**config.mk**
```make
export PLATFORM = sky130hd
export DESIGN_NAME = cpu_core
export DESIGN_NICKNAME = d
export VERILOG_FILES = /design/src/source/cpu_pkg.sv /design/src/source/issue_if.sv /design/src/source/decode_stage.sv /design/src/source/reg_file.sv /design/src/source/execute_stage.sv /design/src/source/cpu_core.sv
export VERILOG_INCLUDE_DIRS = /design/src /design/src/source
export SDC_FILE = /design/constraint.sdc
export NUM_CORES = 1
export LEC_CHECK = 0
export BUFFER_PORTS_ARGS = -buffer_cell sky130_fd_sc_hd__clkbuf_2
export CORE_UTILIZATION = 45
export DETAILED_ROUTE_END_ITERATION = 8
export MAX_ROUTING_LAYER = met4
export RECOVER_POWER = 50
export SLEW_MARGIN = 20
export SYNTH_ARGS = -nofsm -noshare
export SYNTH_HDL_FRONTEND = slang
export SYNTH_SLANG_ARGS = --single-unit
```
**constraint.sdc**
```tcl
create_clock -name clk -period 3.8 [get_ports clk]
set_input_delay 0.38 -clock clk [delete_from_list [all_inputs] [get_ports clk]]
set_output_delay 0.38 -clock clk [all_outputs]
set_load 0.02 [all_outputs]
```
**src/source/cpu_defs.svh**
```systemverilog
/*
 * Core sizing macros for the 16-bit register-to-register processor
 */
`ifndef CPU_DEFS_SVH
`define CPU_DEFS_SVH

// Data path word width
`define CPU_WIDTH 16

// Register file depth
`define CPU_REGS 8

// Bits needed to name one register
`define CPU_SEL_W 3

// Shift and rotate amount taken from the second operand
`define CPU_SHAMT_W 4

`endif

```
**src/source/cpu_pkg.sv**
```systemverilog
/*
 * Shared types for the processor core: data word, register select,
 * the decoded views of one instruction word, ALU operations and opcodes
 */
`include "cpu_defs.svh"

package cpu_pkg;

	typedef logic [`CPU_WIDTH-1:0] word_t;
	typedef logic [`CPU_SEL_W-1:0] reg_sel_t;

	// Register format, rd written from rs and rt
	typedef struct packed {
		logic [4:0] opcode;
		reg_sel_t   rs;
		reg_sel_t   rt;
		reg_sel_t   rd;
		logic [1:0] funct;
	} r_fmt_t;

	// Immediate format with 5-bit immediate
	typedef struct packed {
		logic [4:0] opcode;
		reg_sel_t   rs;
		reg_sel_t   rd;
		logic [4:0] imm5;
	} i_fmt_t;

	// Long immediate, rs is also the destination
	typedef struct packed {
		logic [4:0] opcode;
		reg_sel_t   rs;
		logic [7:0] imm8;
	} l_fmt_t;

	typedef union packed {
		r_fmt_t r;
		i_fmt_t i;
		l_fmt_t l;
	} instr_t;

	typedef enum logic [3:0] {
		ALU_ADD, ALU_SUB, ALU_XOR, ALU_ANDN,
		ALU_ROL, ALU_SLL, ALU_ROR, ALU_SRL,
		ALU_PASS_B, ALU_SLBI, ALU_BTR,
		ALU_SEQ, ALU_SLT, ALU_SLE, ALU_SCO
	} alu_op_t;

	localparam logic [4:0] OP_NOP    = 5'b00001;
	localparam logic [4:0] OP_ADDI   = 5'b01000;
	localparam logic [4:0] OP_SUBI   = 5'b01001;
	localparam logic [4:0] OP_XORI   = 5'b01010;
	localparam logic [4:0] OP_ANDNI  = 5'b01011;
	localparam logic [4:0] OP_SLBI   = 5'b10010;
	localparam logic [4:0] OP_ROLI   = 5'b10100;
	localparam logic [4:0] OP_SLLI   = 5'b10101;
	localparam logic [4:0] OP_RORI   = 5'b10110;
	localparam logic [4:0] OP_SRLI   = 5'b10111;
	localparam logic [4:0] OP_LBI    = 5'b11000;
	localparam logic [4:0] OP_BTR    = 5'b11001;
	localparam logic [4:0] OP_RSHIFT = 5'b11010;
	localparam logic [4:0] OP_RALU   = 5'b11011;
	localparam logic [4:0] OP_SEQ    = 5'b11100;
	localparam logic [4:0] OP_SLT    = 5'b11101;
	localparam logic [4:0] OP_SLE    = 5'b11110;
	localparam logic [4:0] OP_SCO    = 5'b11111;

endpackage

```
**src/source/issue_if.sv**
```systemverilog
/*
 * Issue bundle from decode to execute, one instruction per cycle
 */
`timescale 1ns/100ps

interface issue_if;

	// Set when the instruction writes a register
	logic              valid;
	cpu_pkg::alu_op_t  op;
	cpu_pkg::reg_sel_t dest;
	cpu_pkg::word_t    op_a;
	cpu_pkg::word_t    op_b;

	modport producer (
		output valid,
		output op,
		output dest,
		output op_a,
		output op_b
	);

	modport consumer (
		input valid,
		input op,
		input dest,
		input op_a,
		input op_b
	);

endinterface

```
**src/source/decode_stage.sv**
```systemverilog
/*
 * Decode stage: instruction decode, register read with execute forwarding,
 * and the registered issue bundle towards execute
 */
`timescale 1ns/100ps
`include "cpu_defs.svh"

module decode_stage (
	input  logic              clk,
	input  logic              rst_n,
	input  logic              instr_valid,
	input  cpu_pkg::instr_t   instr,
	output cpu_pkg::reg_sel_t rd_sel_a,
	output cpu_pkg::reg_sel_t rd_sel_b,
	input  cpu_pkg::word_t    rd_data_a,
	input  cpu_pkg::word_t    rd_data_b,
	input  logic              fwd_valid,
	input  cpu_pkg::reg_sel_t fwd_reg,
	input  cpu_pkg::word_t    fwd_data,
	issue_if.producer         iss
);

	logic              writes;
	logic              use_imm;
	cpu_pkg::alu_op_t  op;
	cpu_pkg::reg_sel_t dest;
	cpu_pkg::word_t    imm;
	cpu_pkg::word_t    opnd_a;
	cpu_pkg::word_t    opnd_b;
	cpu_pkg::word_t    imm5_sext;
	cpu_pkg::word_t    imm5_zext;
	cpu_pkg::word_t    imm8_sext;
	cpu_pkg::word_t    imm8_zext;

	// rs sits at the same bits in every view, rt only in the R view
	assign rd_sel_a = instr.r.rs;
	assign rd_sel_b = instr.r.rt;

	assign imm5_sext = {{(`CPU_WIDTH-5){instr.i.imm5[4]}}, instr.i.imm5};
	assign imm5_zext = {{(`CPU_WIDTH-5){1'b0}}, instr.i.imm5};
	assign imm8_sext = {{(`CPU_WIDTH-8){instr.l.imm8[7]}}, instr.l.imm8};
	assign imm8_zext = {{(`CPU_WIDTH-8){1'b0}}, instr.l.imm8};

	always_comb begin
		writes  = 1'b0;
		use_imm = 1'b0;
		op      = cpu_pkg::ALU_PASS_B;
		dest    = instr.r.rd;
		imm     = imm5_zext;
		case (instr.r.opcode)
			cpu_pkg::OP_ADDI, cpu_pkg::OP_SUBI: begin
				writes  = 1'b1;
				use_imm = 1'b1;
				op      = (instr.i.opcode == cpu_pkg::OP_ADDI) ? cpu_pkg::ALU_ADD :
					cpu_pkg::ALU_SUB;
				dest    = instr.i.rd;
				imm     = imm5_sext;
			end
			cpu_pkg::OP_XORI, cpu_pkg::OP_ANDNI, cpu_pkg::OP_ROLI, cpu_pkg::OP_SLLI,
			cpu_pkg::OP_RORI, cpu_pkg::OP_SRLI: begin
				writes  = 1'b1;
				use_imm = 1'b1;
				dest    = instr.i.rd;
				// Low opcode bits pick the operation within each group
				case (instr.i.opcode[2:0])
					3'b010:  op = cpu_pkg::ALU_XOR;
					3'b011:  op = cpu_pkg::ALU_ANDN;
					3'b100:  op = cpu_pkg::ALU_ROL;
					3'b101:  op = cpu_pkg::ALU_SLL;
					3'b110:  op = cpu_pkg::ALU_ROR;
					default: op = cpu_pkg::ALU_SRL;
				endcase
			end
			cpu_pkg::OP_LBI, cpu_pkg::OP_SLBI: begin
				writes  = 1'b1;
				use_imm = 1'b1;
				dest    = instr.l.rs;
				op      = (instr.l.opcode == cpu_pkg::OP_LBI) ? cpu_pkg::ALU_PASS_B :
					cpu_pkg::ALU_SLBI;
				imm     = (instr.l.opcode == cpu_pkg::OP_LBI) ? imm8_sext : imm8_zext;
			end
			cpu_pkg::OP_BTR: begin
				writes = 1'b1;
				op     = cpu_pkg::ALU_BTR;
				dest   = instr.i.rd;
			end
			cpu_pkg::OP_RALU: begin
				writes = 1'b1;
				op     = cpu_pkg::alu_op_t'({2'b00, instr.r.funct});
			end
			cpu_pkg::OP_RSHIFT: begin
				writes = 1'b1;
				op     = cpu_pkg::alu_op_t'({2'b01, instr.r.funct});
			end
			cpu_pkg::OP_SEQ: begin
				writes = 1'b1;
				op     = cpu_pkg::ALU_SEQ;
			end
			cpu_pkg::OP_SLT: begin
				writes = 1'b1;
				op     = cpu_pkg::ALU_SLT;
			end
			cpu_pkg::OP_SLE: begin
				writes = 1'b1;
				op     = cpu_pkg::ALU_SLE;
			end
			cpu_pkg::OP_SCO: begin
				writes = 1'b1;
				op     = cpu_pkg::ALU_SCO;
			end
			cpu_pkg::OP_NOP: writes = 1'b0;
			// Anything unknown retires silently
			default: writes = 1'b0;
		endcase
	end

	// Execute result wins over the register file, which already bypasses writeback
	assign opnd_a = (fwd_valid && fwd_reg == rd_sel_a) ? fwd_data : rd_data_a;
	assign opnd_b = (fwd_valid && fwd_reg == rd_sel_b) ? fwd_data : rd_data_b;

	always_ff @(posedge clk) begin
		if (!rst_n) begin
			iss.valid <= 1'b0;
		end else begin
			iss.valid <= instr_valid && writes;
		end
	end

	always_ff @(posedge clk) begin
		iss.op   <= op;
		iss.dest <= dest;
		iss.op_a <= opnd_a;
		iss.op_b <= use_imm ? imm : opnd_b;
	end

endmodule

```
**src/source/reg_file.sv**
```systemverilog
/*
 * Eight-entry register file, two read ports and one write port,
 * with same-cycle bypass of the write data
 */
`timescale 1ns/100ps
`include "cpu_defs.svh"

module reg_file (
	input  logic              clk,
	input  logic              rst_n,
	input  cpu_pkg::reg_sel_t rd_sel_a,
	input  cpu_pkg::reg_sel_t rd_sel_b,
	output cpu_pkg::word_t    rd_data_a,
	output cpu_pkg::word_t    rd_data_b,
	input  logic              wb_valid,
	input  cpu_pkg::reg_sel_t wb_reg,
	input  cpu_pkg::word_t    wb_data
);

	cpu_pkg::word_t regs [`CPU_REGS];

	always_ff @(posedge clk) begin
		if (!rst_n) begin
			for (int i = 0; i < `CPU_REGS; i++) begin
				regs[i] <= '0;
			end
		end else if (wb_valid) begin
			regs[wb_reg] <= wb_data;
		end
	end

	// Write in progress is visible to this cycle's reads
	always_comb begin
		if (wb_valid && wb_reg == rd_sel_a) begin
			rd_data_a = wb_data;
		end else begin
			rd_data_a = regs[rd_sel_a];
		end
		if (wb_valid && wb_reg == rd_sel_b) begin
			rd_data_b = wb_data;
		end else begin
			rd_data_b = regs[rd_sel_b];
		end
	end

endmodule

```
**src/source/execute_stage.sv**
```systemverilog
/*
 * Execute stage: adder, shifter, set and byte logic feeding the
 * forwarding path and the writeback register
 */
`timescale 1ns/100ps
`include "cpu_defs.svh"

module execute_stage (
	input  logic              clk,
	input  logic              rst_n,
	issue_if.consumer         iss,
	output logic              fwd_valid,
	output cpu_pkg::reg_sel_t fwd_reg,
	output cpu_pkg::word_t    fwd_data,
	output logic              wb_valid,
	output cpu_pkg::reg_sel_t wb_reg,
	output cpu_pkg::word_t    wb_data
);

	logic                     sub_sel;
	cpu_pkg::word_t           add_a;
	cpu_pkg::word_t           add_sum;
	logic                     add_carry;
	logic [`CPU_SHAMT_W-1:0]  shamt;
	logic [2*`CPU_WIDTH-1:0]  rot_l_dbl;
	logic [2*`CPU_WIDTH-1:0]  rot_r_dbl;
	cpu_pkg::word_t           bit_rev;
	logic                     a_eq_b;
	logic                     a_lt_b;
	cpu_pkg::word_t           result;

	// Shared adder, SUB is op_b - op_a
	assign sub_sel = (iss.op == cpu_pkg::ALU_SUB);
	assign add_a   = sub_sel ? ~iss.op_a : iss.op_a;
	assign {add_carry, add_sum} = {1'b0, add_a} + {1'b0, iss.op_b} + {{`CPU_WIDTH{1'b0}}, sub_sel};

	assign shamt = iss.op_b[`CPU_SHAMT_W-1:0];

	// Rotates from a doubled word
	assign rot_l_dbl = {iss.op_a, iss.op_a} << shamt;
	assign rot_r_dbl = {iss.op_a, iss.op_a} >> shamt;

	always_comb begin
		for (int i = 0; i < `CPU_WIDTH; i++) begin
			bit_rev[i] = iss.op_a[`CPU_WIDTH-1-i];
		end
	end

	assign a_eq_b = (iss.op_a == iss.op_b);
	assign a_lt_b = ($signed(iss.op_a) < $signed(iss.op_b));

	always_comb begin
		case (iss.op)
			cpu_pkg::ALU_ADD, cpu_pkg::ALU_SUB: result = add_sum;
			cpu_pkg::ALU_XOR:    result = iss.op_a ^ iss.op_b;
			cpu_pkg::ALU_ANDN:   result = iss.op_a & ~iss.op_b;
			cpu_pkg::ALU_ROL:    result = rot_l_dbl[2*`CPU_WIDTH-1:`CPU_WIDTH];
			cpu_pkg::ALU_SLL:    result = iss.op_a << shamt;
			cpu_pkg::ALU_ROR:    result = rot_r_dbl[`CPU_WIDTH-1:0];
			cpu_pkg::ALU_SRL:    result = iss.op_a >> shamt;
			cpu_pkg::ALU_PASS_B: result = iss.op_b;
			// Low byte of rs moves up, immediate fills the bottom
			cpu_pkg::ALU_SLBI:   result = (iss.op_a << 8) | iss.op_b;
			cpu_pkg::ALU_BTR:    result = bit_rev;
			cpu_pkg::ALU_SEQ:    result = {{(`CPU_WIDTH-1){1'b0}}, a_eq_b};
			cpu_pkg::ALU_SLT:    result = {{(`CPU_WIDTH-1){1'b0}}, a_lt_b};
			cpu_pkg::ALU_SLE:    result = {{(`CPU_WIDTH-1){1'b0}}, a_lt_b | a_eq_b};
			cpu_pkg::ALU_SCO:    result = {{(`CPU_WIDTH-1){1'b0}}, add_carry};
			default:             result = '0;
		endcase
	end

	// Result of the instruction now in execute, back to decode
	assign fwd_valid = iss.valid;
	assign fwd_reg   = iss.dest;
	assign fwd_data  = result;

	always_ff @(posedge clk) begin
		if (!rst_n) begin
			wb_valid <= 1'b0;
		end else begin
			wb_valid <= iss.valid;
		end
	end

	always_ff @(posedge clk) begin
		wb_reg  <= iss.dest;
		wb_data <= result;
	end

endmodule

```
**src/source/cpu_core.sv**
```systemverilog
/*
 * Processor core top: decode, register file and execute with
 * a fixed two-cycle instruction to writeback latency
 */
`timescale 1ns/100ps
`include "cpu_defs.svh"

module cpu_core (
	input  logic                  clk,
	input  logic                  rst_n,
	input  logic                  instr_valid,
	input  logic [`CPU_WIDTH-1:0] instr,
	output logic                  wb_valid,
	output logic [`CPU_SEL_W-1:0] wb_reg,
	output logic [`CPU_WIDTH-1:0] wb_data
);

	cpu_pkg::reg_sel_t rd_sel_a;
	cpu_pkg::reg_sel_t rd_sel_b;
	cpu_pkg::word_t    rd_data_a;
	cpu_pkg::word_t    rd_data_b;
	logic              fwd_valid;
	cpu_pkg::reg_sel_t fwd_reg;
	cpu_pkg::word_t    fwd_data;

	issue_if iss ();

	decode_stage u_decode (
		.clk         (clk),
		.rst_n       (rst_n),
		.instr_valid (instr_valid),
		.instr       (instr),
		.rd_sel_a    (rd_sel_a),
		.rd_sel_b    (rd_sel_b),
		.rd_data_a   (rd_data_a),
		.rd_data_b   (rd_data_b),
		.fwd_valid   (fwd_valid),
		.fwd_reg     (fwd_reg),
		.fwd_data    (fwd_data),
		.iss         (iss.producer)
	);

	reg_file u_reg_file (
		.clk       (clk),
		.rst_n     (rst_n),
		.rd_sel_a  (rd_sel_a),
		.rd_sel_b  (rd_sel_b),
		.rd_data_a (rd_data_a),
		.rd_data_b (rd_data_b),
		.wb_valid  (wb_valid),
		.wb_reg    (wb_reg),
		.wb_data   (wb_data)
	);

	execute_stage u_execute (
		.clk       (clk),
		.rst_n     (rst_n),
		.iss       (iss.consumer),
		.fwd_valid (fwd_valid),
		.fwd_reg   (fwd_reg),
		.fwd_data  (fwd_data),
		.wb_valid  (wb_valid),
		.wb_reg    (wb_reg),
		.wb_data   (wb_data)
	);

endmodule

```
==> results.rst, run 1 <==
.. list-table::
   :header-rows: 1

   * - Metric
     - Value
   * - Largest cells by area after synthesis
     - sky130_fd_sc_hd__edfxtp_1 29%, sky130_fd_sc_hd__mux4_2 13%, sky130_fd_sc_hd__dfxtp_1 9.1%
   * - Slew headroom
     - -9.93%
   * - Total half-perimeter wirelength after legalization and detailed placement
     - 30,200 µm
   * - Most common cell after layout, fill and taps aside
     - sky130_fd_sc_hd__edfxtp_1
   * - Xor/xnor share of the synthesized area
     - 2.53%
   * - Area enclosed by the die boundary
     - 0.0299 mm²
   * - Highest-count cells in the layout ignoring fill and taps
     - 128 x sky130_fd_sc_hd__edfxtp_1, 97 x sky130_fd_sc_hd__nand2_1, 88 x sky130_fd_sc_hd__and2_1
   * - Clock share of power
     - 28.6%
   * - Share of the synthesized area in compound gates (AO/OA/AOI/OAI)
     - 15.2%
   * - Count of buffers from port buffering
     - 38
   * - Number of placement rows
     - 62
   * - Vias post-DR
     - 10,600
   * - Layout Nets
     - 1,332
   * - Setup TNS after final layout
     - 0 ns
   * - Starting DRC count in detailed routing
     - 948
   * - Number of top-level pins
     - 39
   * - Result of the run
     - complete, but fails checks
   * - Peak Freq
     - 0.283 GHz
   * - CTS tree
     - built
   * - Number of clock sinks
     - 188
   * - Clock Tree Root
     - sky130_fd_sc_hd__clkbuf_16
   * - Type of the worst setup path
     - flop to flop
   * - Number of remaining DRC errors
     - 0
   * - Multiplexer share of the synthesized area
     - 19.4%
   * - Final Max Tran Viols
     - 18
   * - Post-detailed-route via-to-cell ratio
     - 6.33
   * - Total of warnings raised by yosys
     - 0
   * - Clock Tree Buf Depth
     - 2
   * - Number of instances in the synthesized netlist
     - 1,268
   * - Post-synth ARST share
     - 0%
   * - Cell area after synthesis
     - 0.0131 mm²
   * - Clock Pin Slew Worst Setup and Hold Paths
     - 0.07 ns
   * - Type of the tightest min-delay check
     - input port to flop
   * - Die Height
     - 173 µm
   * - Number of flops mapped to enable cells by yosys
     - 128
   * - Via count of the first global-routing pass
     - 10,500
   * - Part of the total power dissipated in sequential elements
     - 39.9%
   * - TritonCTS buffer count
     - 17
   * - Remaining Overflow, GRT
     - 0
   * - Diodes inserted
     - 0
   * - Number of antenna violations at the first check in global routing
     - 0
   * - Final critical-path required period
     - 3.53 ns
   * - Last weighted congestion value of the routability-driven placer
     - 1.05
   * - Worst IR Drop VDD
     - 0.000345 V
   * - Pwr Total
     - 6.58 mW
   * - Ratio of final minimum period to clock period
     - 92.9%
   * - Synthesized-area fraction occupied by and/or/nand/nor cells
     - 16.4%
   * - First-pass GRT wire length
     - 64,900 µm
   * - Power share of the combinational group
     - 31.5%
   * - Multi-input combinational cell area
     - 0.00749 mm²
   * - Register bit total from synthesis
     - 188
   * - Fraction of final layout cells with drive strength greater than 1
     - 16.8%
   * - Required time of the critical path
     - 4.07 ns
   * - Main synth FF type
     - sky130_fd_sc_hd__edfxtp_1
   * - Critical path startpoint category
     - flop
   * - Endpoint kind of the worst setup timing path
     - flop
   * - Final count of hold timing violations
     - 0
   * - Share of the synthesized area in the top cell type
     - 29.2%
   * - Cell Int Power
     - 4.24 mW
   * - Setup repair after global routing missed its margin
     - no
   * - Power density cells
     - 456 mW/mm²
   * - Largest register FFs
     - 128
   * - First-pass DRT Iterations
     - 8
   * - Adder-Cell Fraction of Synth Area
     - 3.29%
   * - Post-synthesis average cell area
     - 10.4 µm²
   * - P_sw
     - 2.34 mW
   * - Area of the core
     - 0.0287 mm²
   * - Fill cells
     - 2,688
   * - Flip-flop and latch area
     - 0.00505 mm²
   * - Source-to-sink clock delay at the later pin of the worst-skew pair
     - 0.44 ns
   * - Routed Wire Length
     - 42,300 µm
   * - Maximum net fanout on the critical path
     - 17
   * - Area overhead of the layout relative to synthesis
     - 9.87%
   * - Worst-Margin Slew
     - 1.63 ns
   * - Fin Clk Skew
     - 0.00815 ns
   * - Failing checks
     - max-capacitance violations, max-slew violations
   * - Maximum number of pins on one net before global-route repair
     - 46
   * - Data arrival at the endpoint of the critical path
     - 3.80 ns
   * - Largest family of logic cells by synthesized area
     - multiplexers
   * - Die Wd
     - 173 µm
   * - Wirelength per Cell
     - 25.3 µm
   * - Cell type with the highest aggregate area in the netlist
     - sky130_fd_sc_hd__edfxtp_1
   * - Setup fix buffers added after clock tree synthesis
     - 0
   * - Register with the most flip-flops
     - u_reg_file.regs
   * - Max-capacitance violation count
     - 2
   * - Initial core utilization
     - 45.8%
   * - Share of synthesized area occupied by flip-flops and latches
     - 38.4%
   * - Total setup violations reported at the end of the flow
     - 0
   * - Netlist cell types
     - 81
   * - Number of nets still failing antenna checks after routing
     - 0
   * - Number of nets in the synthesized netlist
     - 1,321
   * - Total track usage
     - 29.6%
   * - Leakage Power
     - 5.54 nW
   * - Switching share of power
     - 35.6%
   * - Total number of H-tree levels
     - 4
cells by family after synthesis:
family / count (synthesis)
DFF: 188
muxes: 159
buffers and inverters: 146
xor gates and xnor gates: 38
adders and majority gates: 34
AOI/OAI and AO/OA: 295
and+or+nand+nor: 408
worst max-delay path, cell delays in order (launching register included):
cell                       delay [ns]
sky130_fd_sc_hd__dfxtp_1         0.33
sky130_fd_sc_hd__nor4b_2         0.38
sky130_fd_sc_hd__buf_12          0.22
sky130_fd_sc_hd__xor2_1          0.21
sky130_fd_sc_hd__ha_1            0.29
sky130_fd_sc_hd__a21oi_1         0.20
sky130_fd_sc_hd__a31oi_1         0.18
sky130_fd_sc_hd__a31oi_2         0.40
sky130_fd_sc_hd__nor2_1          0.08
sky130_fd_sc_hd__or4b_1          0.55
sky130_fd_sc_hd__a211oi_2        0.34
sky130_fd_sc_hd__o221ai_1        0.17
path summary, 6_finish.rpt:
| path | cells after the start | endpoint | slack (ns) | from |
|---|---|---|---|---|
| worst max register to register | 11 | u_decode.iss.op_b[14]$_DFF_P_ | 0.27 | u_decode.iss.op[1]$_DFF_P_ |
| worst min register to register | 0 | u_execute.wb_reg[1]$_DFF_P_ | 0.40 | u_decode.iss.dest[1]$_DFF_P_ |
| worst min-delay path | 3 | u_decode.iss.valid$_SDFF_PN0_ | 0.16 | instr_valid |
| worst max-delay path | 11 | u_decode.iss.op_b[14]$_DFF_P_ | 0.27 | u_decode.iss.op[1]$_DFF_P_ |
Yosys cell counts, types with 25 or more instances:
cell type,instances
sky130_fd_sc_hd__nand2_1,97
sky130_fd_sc_hd__mux2i_1,60
sky130_fd_sc_hd__ha_1,33
sky130_fd_sc_hd__nor2_1,68
sky130_fd_sc_hd__buf_2,32
sky130_fd_sc_hd__edfxtp_1,128
sky130_fd_sc_hd__dfxtp_1,60
sky130_fd_sc_hd__inv_1,39
sky130_fd_sc_hd__o21ai_0,68
sky130_fd_sc_hd__clkbuf_1,55
sky130_fd_sc_hd__mux4_2,74
sky130_fd_sc_hd__a21oi_1,58
sky130_fd_sc_hd__and2_1,135
sky130_fd_sc_hd__mux2_2,25
metal layers:
metal	track usage, %	share of wire (%)	vias up
li1	-	-	4801
met1	37.0	41	5192
met2	47.3	48	497
met3	3.87	6.7	122
met4	14.7	4.7	0
met5	-	0	-
timing repair:
action | CTS | global route
hold buffers | 0 | 0
endpoints found under the setup margin | 0 | 4
resized for setup | 0 | 1
metrics by stage:
stage / setup WS (ns) / hold WS, ns / utilization, % / instance area (µm²) / cells
floorplan: 0.209 / 0.375 / - / 13100 / 1268
global placement: 0.295 / 0.395 / 48.4 / 13900 / 1644
detailed placement: 0.184 / 0.392 / 48.4 / 13900 / 1644
CTS: 0.153 / 0.150 / 50.6 / 14500 / 1676
global route: 0.0626 / 0.190 / 50.3 / 14400 / 1676
finish: 0.269 / 0.163 / 50.3 / 14400 / 1676
final cells by class:
type,count,area share [%]
multi-input combinational,934,51.9
sequential,188,34.9
timing repair buffer,97,4.36
clock buffer,23,3.76
tap,384,3.33
inverter,41,1.07
clock inverter,9,0.633
power groups by stage:
stage | combinational [mW] | sequential, mW | clock [mW]
after floorplan | 1.40 | 2.57 | 0
after global placement | 2.03 | 2.66 | 0
after detailed placement | 2.04 | 2.66 | 0
after CTS | 2.05 | 2.62 | 1.91
after global routing | 2.22 | 2.65 | 1.97
final | 2.08 | 2.62 | 1.88
Note: power is estimated with default switching activity, not from simulation.
==> inputs of run 2 (changes only) <==
Settings changed: PLACE_DENSITY from default to 0.72, SYNTH_HIERARCHICAL from default to 1.
==> results.rst, run 2 <==
.. list-table::
   :header-rows: 1

   * - Metric
     - Value
   * - Wirelength per Cell
     - 25.5 µm (+0.81%)
   * - Most common cell after layout, fill and taps aside
     - sky130_fd_sc_hd__edfxtp_1
   * - Peak Freq
     - 0.280 GHz (-1.1%)
   * - Type of the worst setup path
     - flop to flop
   * - Hold Crit Start
     - instr_valid
   * - Last weighted congestion value of the routability-driven placer
     - 1.02 (-2.6%)
   * - Diodes inserted
     - 0 (unchanged)
   * - Clock Pin Slew Worst Setup and Hold Paths
     - 0.07 ns (about the same)
   * - Number of antenna violations at the first check in global routing
     - 0 (unchanged)
   * - Netlist cell types
     - 78 (-3.7%)
   * - Register with the most flip-flops
     - u_reg_file/regs
   * - Post-synth ARST share
     - 0% (unchanged)
   * - Vias post-DR
     - 10,100 (-4.4%)
   * - Power share of the combinational group
     - 29.7% (-1.8 points)
   * - Setup crit start
     - u_decode/iss.op[1]$_DFF_P_
   * - TritonCTS buffer count
     - 17 (unchanged)
   * - Post-detailed-route via-to-cell ratio
     - 6.33 (about the same)
   * - Number of instances in the synthesized netlist
     - 1,196 (-5.7%)
   * - Share of the synthesized area in the top cell type
     - 28.1% (-1.2 points)
   * - Clock share of power
     - 28.2% (-0.4 points)
   * - Least setup slack across all paths after layout
     - 0.231 ns (-0.0382 ns)
   * - Pwr Total
     - 6.32 mW (-4.1%)
   * - Crit path max-delay cell type
     - sky130_fd_sc_hd__or3_1
   * - Post-synthesis average cell area
     - 11.4 µm² (+10%)
   * - R2R setup slack
     - 0.23 ns (-0.04 ns)
   * - Post-CTS sizing
     - 0 (unchanged)
   * - Cell Int Power
     - 4.06 mW (-4.3%)
   * - Count of buffers from port buffering
     - 38 (unchanged)
   * - Met2 Track Usage GR
     - 44.2% (-3.2 points)
   * - WHS
     - 0.155 ns (-0.00765 ns)
   * - Result of the run
     - finished clean
   * - Final count of hold timing violations
     - 0 (unchanged)
   * - Ratio of final minimum period to clock period
     - 93.9% (+1.0 points)
   * - Number of remaining DRC errors
     - 0 (unchanged)
   * - Maximum net fanout on the critical path
     - 7 (-10)
   * - Total of warnings raised by yosys
     - 6 (+6)
   * - Crit Reg-Reg Startpoint
     - u_decode/iss.op[1]$_DFF_P_
   * - Number of cells in the design after placement
     - 1,570 (-4.5%)
   * - End point of the worst hold path
     - u_decode/iss.valid$_SDFF_PN0_
   * - Most used standard cell by instance count after synthesis
     - sky130_fd_sc_hd__and2_1
   * - Maximum number of pins on one net before global-route repair
     - 51 (+11%)
   * - Leakage Power
     - 5.80 nW (+4.7%)
   * - Number of nets still failing antenna checks after routing
     - 0 (unchanged)
   * - Most frequent cells after synthesis
     - 140 x sky130_fd_sc_hd__and2_1, 128 x sky130_fd_sc_hd__edfxtp_1, 89 x sky130_fd_sc_hd__mux2_2
   * - Final Max Tran Viols
     - 0 (-18)
   * - Number of clock sinks
     - 188 (unchanged)
   * - Fraction of final layout cells with drive strength greater than 1
     - 17.7% (+0.86 points)
   * - Area of the core
     - 0.0298 mm² (+3.8%)
   * - Number of standard cells in the final layout excluding fillers
     - 1,602 (-4.4%)
   * - Total number of H-tree levels
     - 4 (unchanged)
   * - Initial core utilization
     - 45.9% (+0.13 points)
   * - Worst IR Drop VDD
     - 0.000323 V (-6.4%)
   * - Final critical-path required period
     - 3.57 ns (+0.0382 ns)
   * - Cells on worst reg2reg path
     - 12 (+1)
   * - Layout Nets
     - 1,252 (-6.0%)
   * - Critical path startpoint category
     - flop
   * - Most used cell along the critical path
     - sky130_fd_sc_hd__mux2_2
   * - Number of nets in the synthesized netlist
     - 1,249 (-5.5%)
   * - Type of the tightest min-delay check
     - input port to flop
   * - Final non-filler cell area
     - 0.0147 mm² (+1.9%)
   * - Clock Tree Buf Depth
     - 2 (unchanged)
   * - Largest cells by area after synthesis
     - sky130_fd_sc_hd__edfxtp_1 28%, sky130_fd_sc_hd__mux4_1 13%, sky130_fd_sc_hd__dfxtp_1 8.8%
   * - Slew headroom
     - 14.1% (+24 points)
   * - Total track usage
     - 27.3% (-2.3 points)
   * - Largest register FFs
     - 128 (unchanged)
   * - First-pass GRT wire length
     - 61,500 µm (-5.2%)
   * - Switching share of power
     - 35.7% (+0.14 points)
   * - Worst setup timing slack at the placement stage
     - 0.205 ns (+0.0209 ns)
   * - Cell area after synthesis
     - 0.0137 mm² (+4.1%)
   * - Total setup violations reported at the end of the flow
     - 0 (unchanged)
   * - Share of synthesized area occupied by flip-flops and latches
     - 36.9% (-1.5 points)
   * - Main synth FF type
     - sky130_fd_sc_hd__edfxtp_1
   * - Endpoint kind of the worst setup timing path
     - flop
   * - P_sw
     - 2.25 mW (-3.7%)
   * - Count of hold buffers inserted by post-cts repair
     - 0 (unchanged)
   * - Cell type with the highest aggregate area in the netlist
     - sky130_fd_sc_hd__edfxtp_1
   * - Area enclosed by the die boundary
     - 0.0311 mm² (+4.1%)
   * - Number of placement rows
     - 63 (+1.6%)
   * - CTS tree
     - built
   * - Number of flops mapped to enable cells by yosys
     - 128 (unchanged)
   * - Max-capacitance violation count
     - 0 (-2)
   * - Required time of the critical path
     - 4.12 ns (+0.05 ns)
   * - Via count of the first global-routing pass
     - 10,000 (-4.2%)
   * - Power density cells
     - 429 mW/mm² (-5.8%)
   * - Area overhead of the layout relative to synthesis
     - 7.52%
   * - Met3 track demand over resource in global routing
     - 3.81% (-0.058 points)
   * - Starting DRC count in detailed routing
     - 943 (-0.53%)
   * - Count of cells along the worst hold path
     - 3 (unchanged)
   * - Setup repair after global routing missed its margin
     - no
   * - Crit Reg-Reg Endpoint
     - u_decode/iss.op_b[0]$_DFF_P_
   * - Part of the total power dissipated in sequential elements
     - 42.1% (+2.2 points)
   * - Number of top-level pins
     - 39 (unchanged)
   * - First-pass DRT Iterations
     - 7 (-1)
   * - Register bit total from synthesis
     - 188 (unchanged)
   * - Setup fix buffers added after clock tree synthesis
     - 0 (unchanged)
   * - Layer carrying the most global-route usage
     - met2
   * - Fin Clk Skew
     - 0.0125 ns (+0.00430 ns)
   * - Routed Wire Length
     - 40,800 µm (-3.6%)
   * - Final Core Density
     - 49.4% (-0.94 points)
   * - Worst-Margin Slew
     - 1.29 ns (-0.344 ns)
   * - Die Height
     - 176 µm (+2.0%)
   * - Met1 usage
     - 34.2% (-2.8 points)
   * - Crit path cell chain
     - or3_1, nor2_4, xor2_1, ha_1, and4b_1, a211o_1, a32oi_1, a31oi_1, nand4_1, nand3_1, mux2_2, mux2_2
   * - Clock Tree Root
     - sky130_fd_sc_hd__clkbuf_16
   * - Data arrival at the endpoint of the critical path
     - 3.89 ns (+0.09 ns)
   * - Source-to-sink clock delay at the later pin of the worst-skew pair
     - 0.43 ns (about the same)
   * - Placed inst area
     - 0.0142 mm² (+2.2%)
   * - Total half-perimeter wirelength after legalization and detailed placement
     - 28,700 µm (-4.9%)
   * - Die Wd
     - 176 µm (+2.0%)
   * - Remaining Overflow, GRT
     - 0 (unchanged)
   * - Highest-count cells in the layout ignoring fill and taps
     - 128 x sky130_fd_sc_hd__edfxtp_1, 89 x sky130_fd_sc_hd__mux2_2, 85 x sky130_fd_sc_hd__and2_1
   * - Setup TNS after final layout
     - 0 ns (unchanged)
   * - Largest stage delay, worst path
     - 0.43 ns (-0.12 ns)
run 2: cell types whose count changed in the layout (fill, tap and decap cells not counted), moves of 10 or more:
| cell | change |
|---|---|
| sky130_fd_sc_hd__a22oi_1 | -17 |
| sky130_fd_sc_hd__mux4_1 | +66 |
| sky130_fd_sc_hd__inv_1 | -11 |
| sky130_fd_sc_hd__mux2i_1 | -14 |
| sky130_fd_sc_hd__mux4_2 | -58 |
| sky130_fd_sc_hd__buf_4 | -10 |
| sky130_fd_sc_hd__o221ai_1 | -10 |
| sky130_fd_sc_hd__o21ai_0 | -21 |
| sky130_fd_sc_hd__mux2_2 | +64 |
| sky130_fd_sc_hd__mux2_4 | +11 |
| sky130_fd_sc_hd__nand2_1 | -48 |
run 2: critical path: cells and delay by family (launching register included):
kind | cells | cell delay [ns]
xor gates and xnor gates | 1 | 0.18
AOI/OAI and AO/OA | 3 | 0.87
and+or+nand+nor | 5 | 1.20
adders and majority gates | 1 | 0.32
DFF | 1 | 0.31
muxes | 2 | 0.57
run 2: how the worst max path moves through the flow:
stage / cells after the start / slack (ns) / endpoint
2_1_floorplan: 13 / 0.26 / u_decode/iss.op_a[11]$_DFF_P_
3_3_place_gp: 12 / 0.29 / u_decode/iss.op_b[5]$_DFF_P_
3_5_place_dp: 13 / 0.21 / u_decode/iss.op_b[0]$_DFF_P_
4_1_cts: 12 / 0.18 / u_decode/iss.op_b[0]$_DFF_P_
5_1_grt: 13 / 0.04 / u_decode/iss.op_b[0]$_DFF_P_
6_report: 12 / 0.23 / u_decode/iss.op_b[0]$_DFF_P_
run 2: cell families (layout without fill, tap and decap cells):
kind of cell	count (synthesis)	after routing	synth area share [%]
and+or+nand+nor	350	350	14.2
muxes	228	228	27.2
AOI/OAI and AO/OA	223	223	10.9
DFF	188	188	36.9
buffers and inverters	130	146	4.87
xor gates and xnor gates	43	43	2.75
adders and majority gates	34	34	3.16
run 2: layout make-up:
cell class              instances  area (µm²)
clock buffers                  17         425
clock inverters                15         178
fillers                      2712       15100
inverters                      30         113
multi-input cells             878        7980
flip-flops and latches        188        5050
well taps                     390         488
repair buffers                 84         477
run 2: layer usage:
layer	wire, µm	vias to the layer above
met1	16900	4999
met4	1600	0
met5	0	-
met3	2590	114
li1	-	4593
met2	19700	436
run 2: power groups by stage:
stage / Combinational, mW / Sequential [mW] / Clock [mW]
finish: 1.88 / 2.66 / 1.78
global route: 2.00 / 2.68 / 1.88
CTS: 1.86 / 2.65 / 1.81
detailed placement: 1.84 / 2.69 / 0
global placement: 1.84 / 2.69 / 0
floorplan: 1.35 / 2.56 / 0
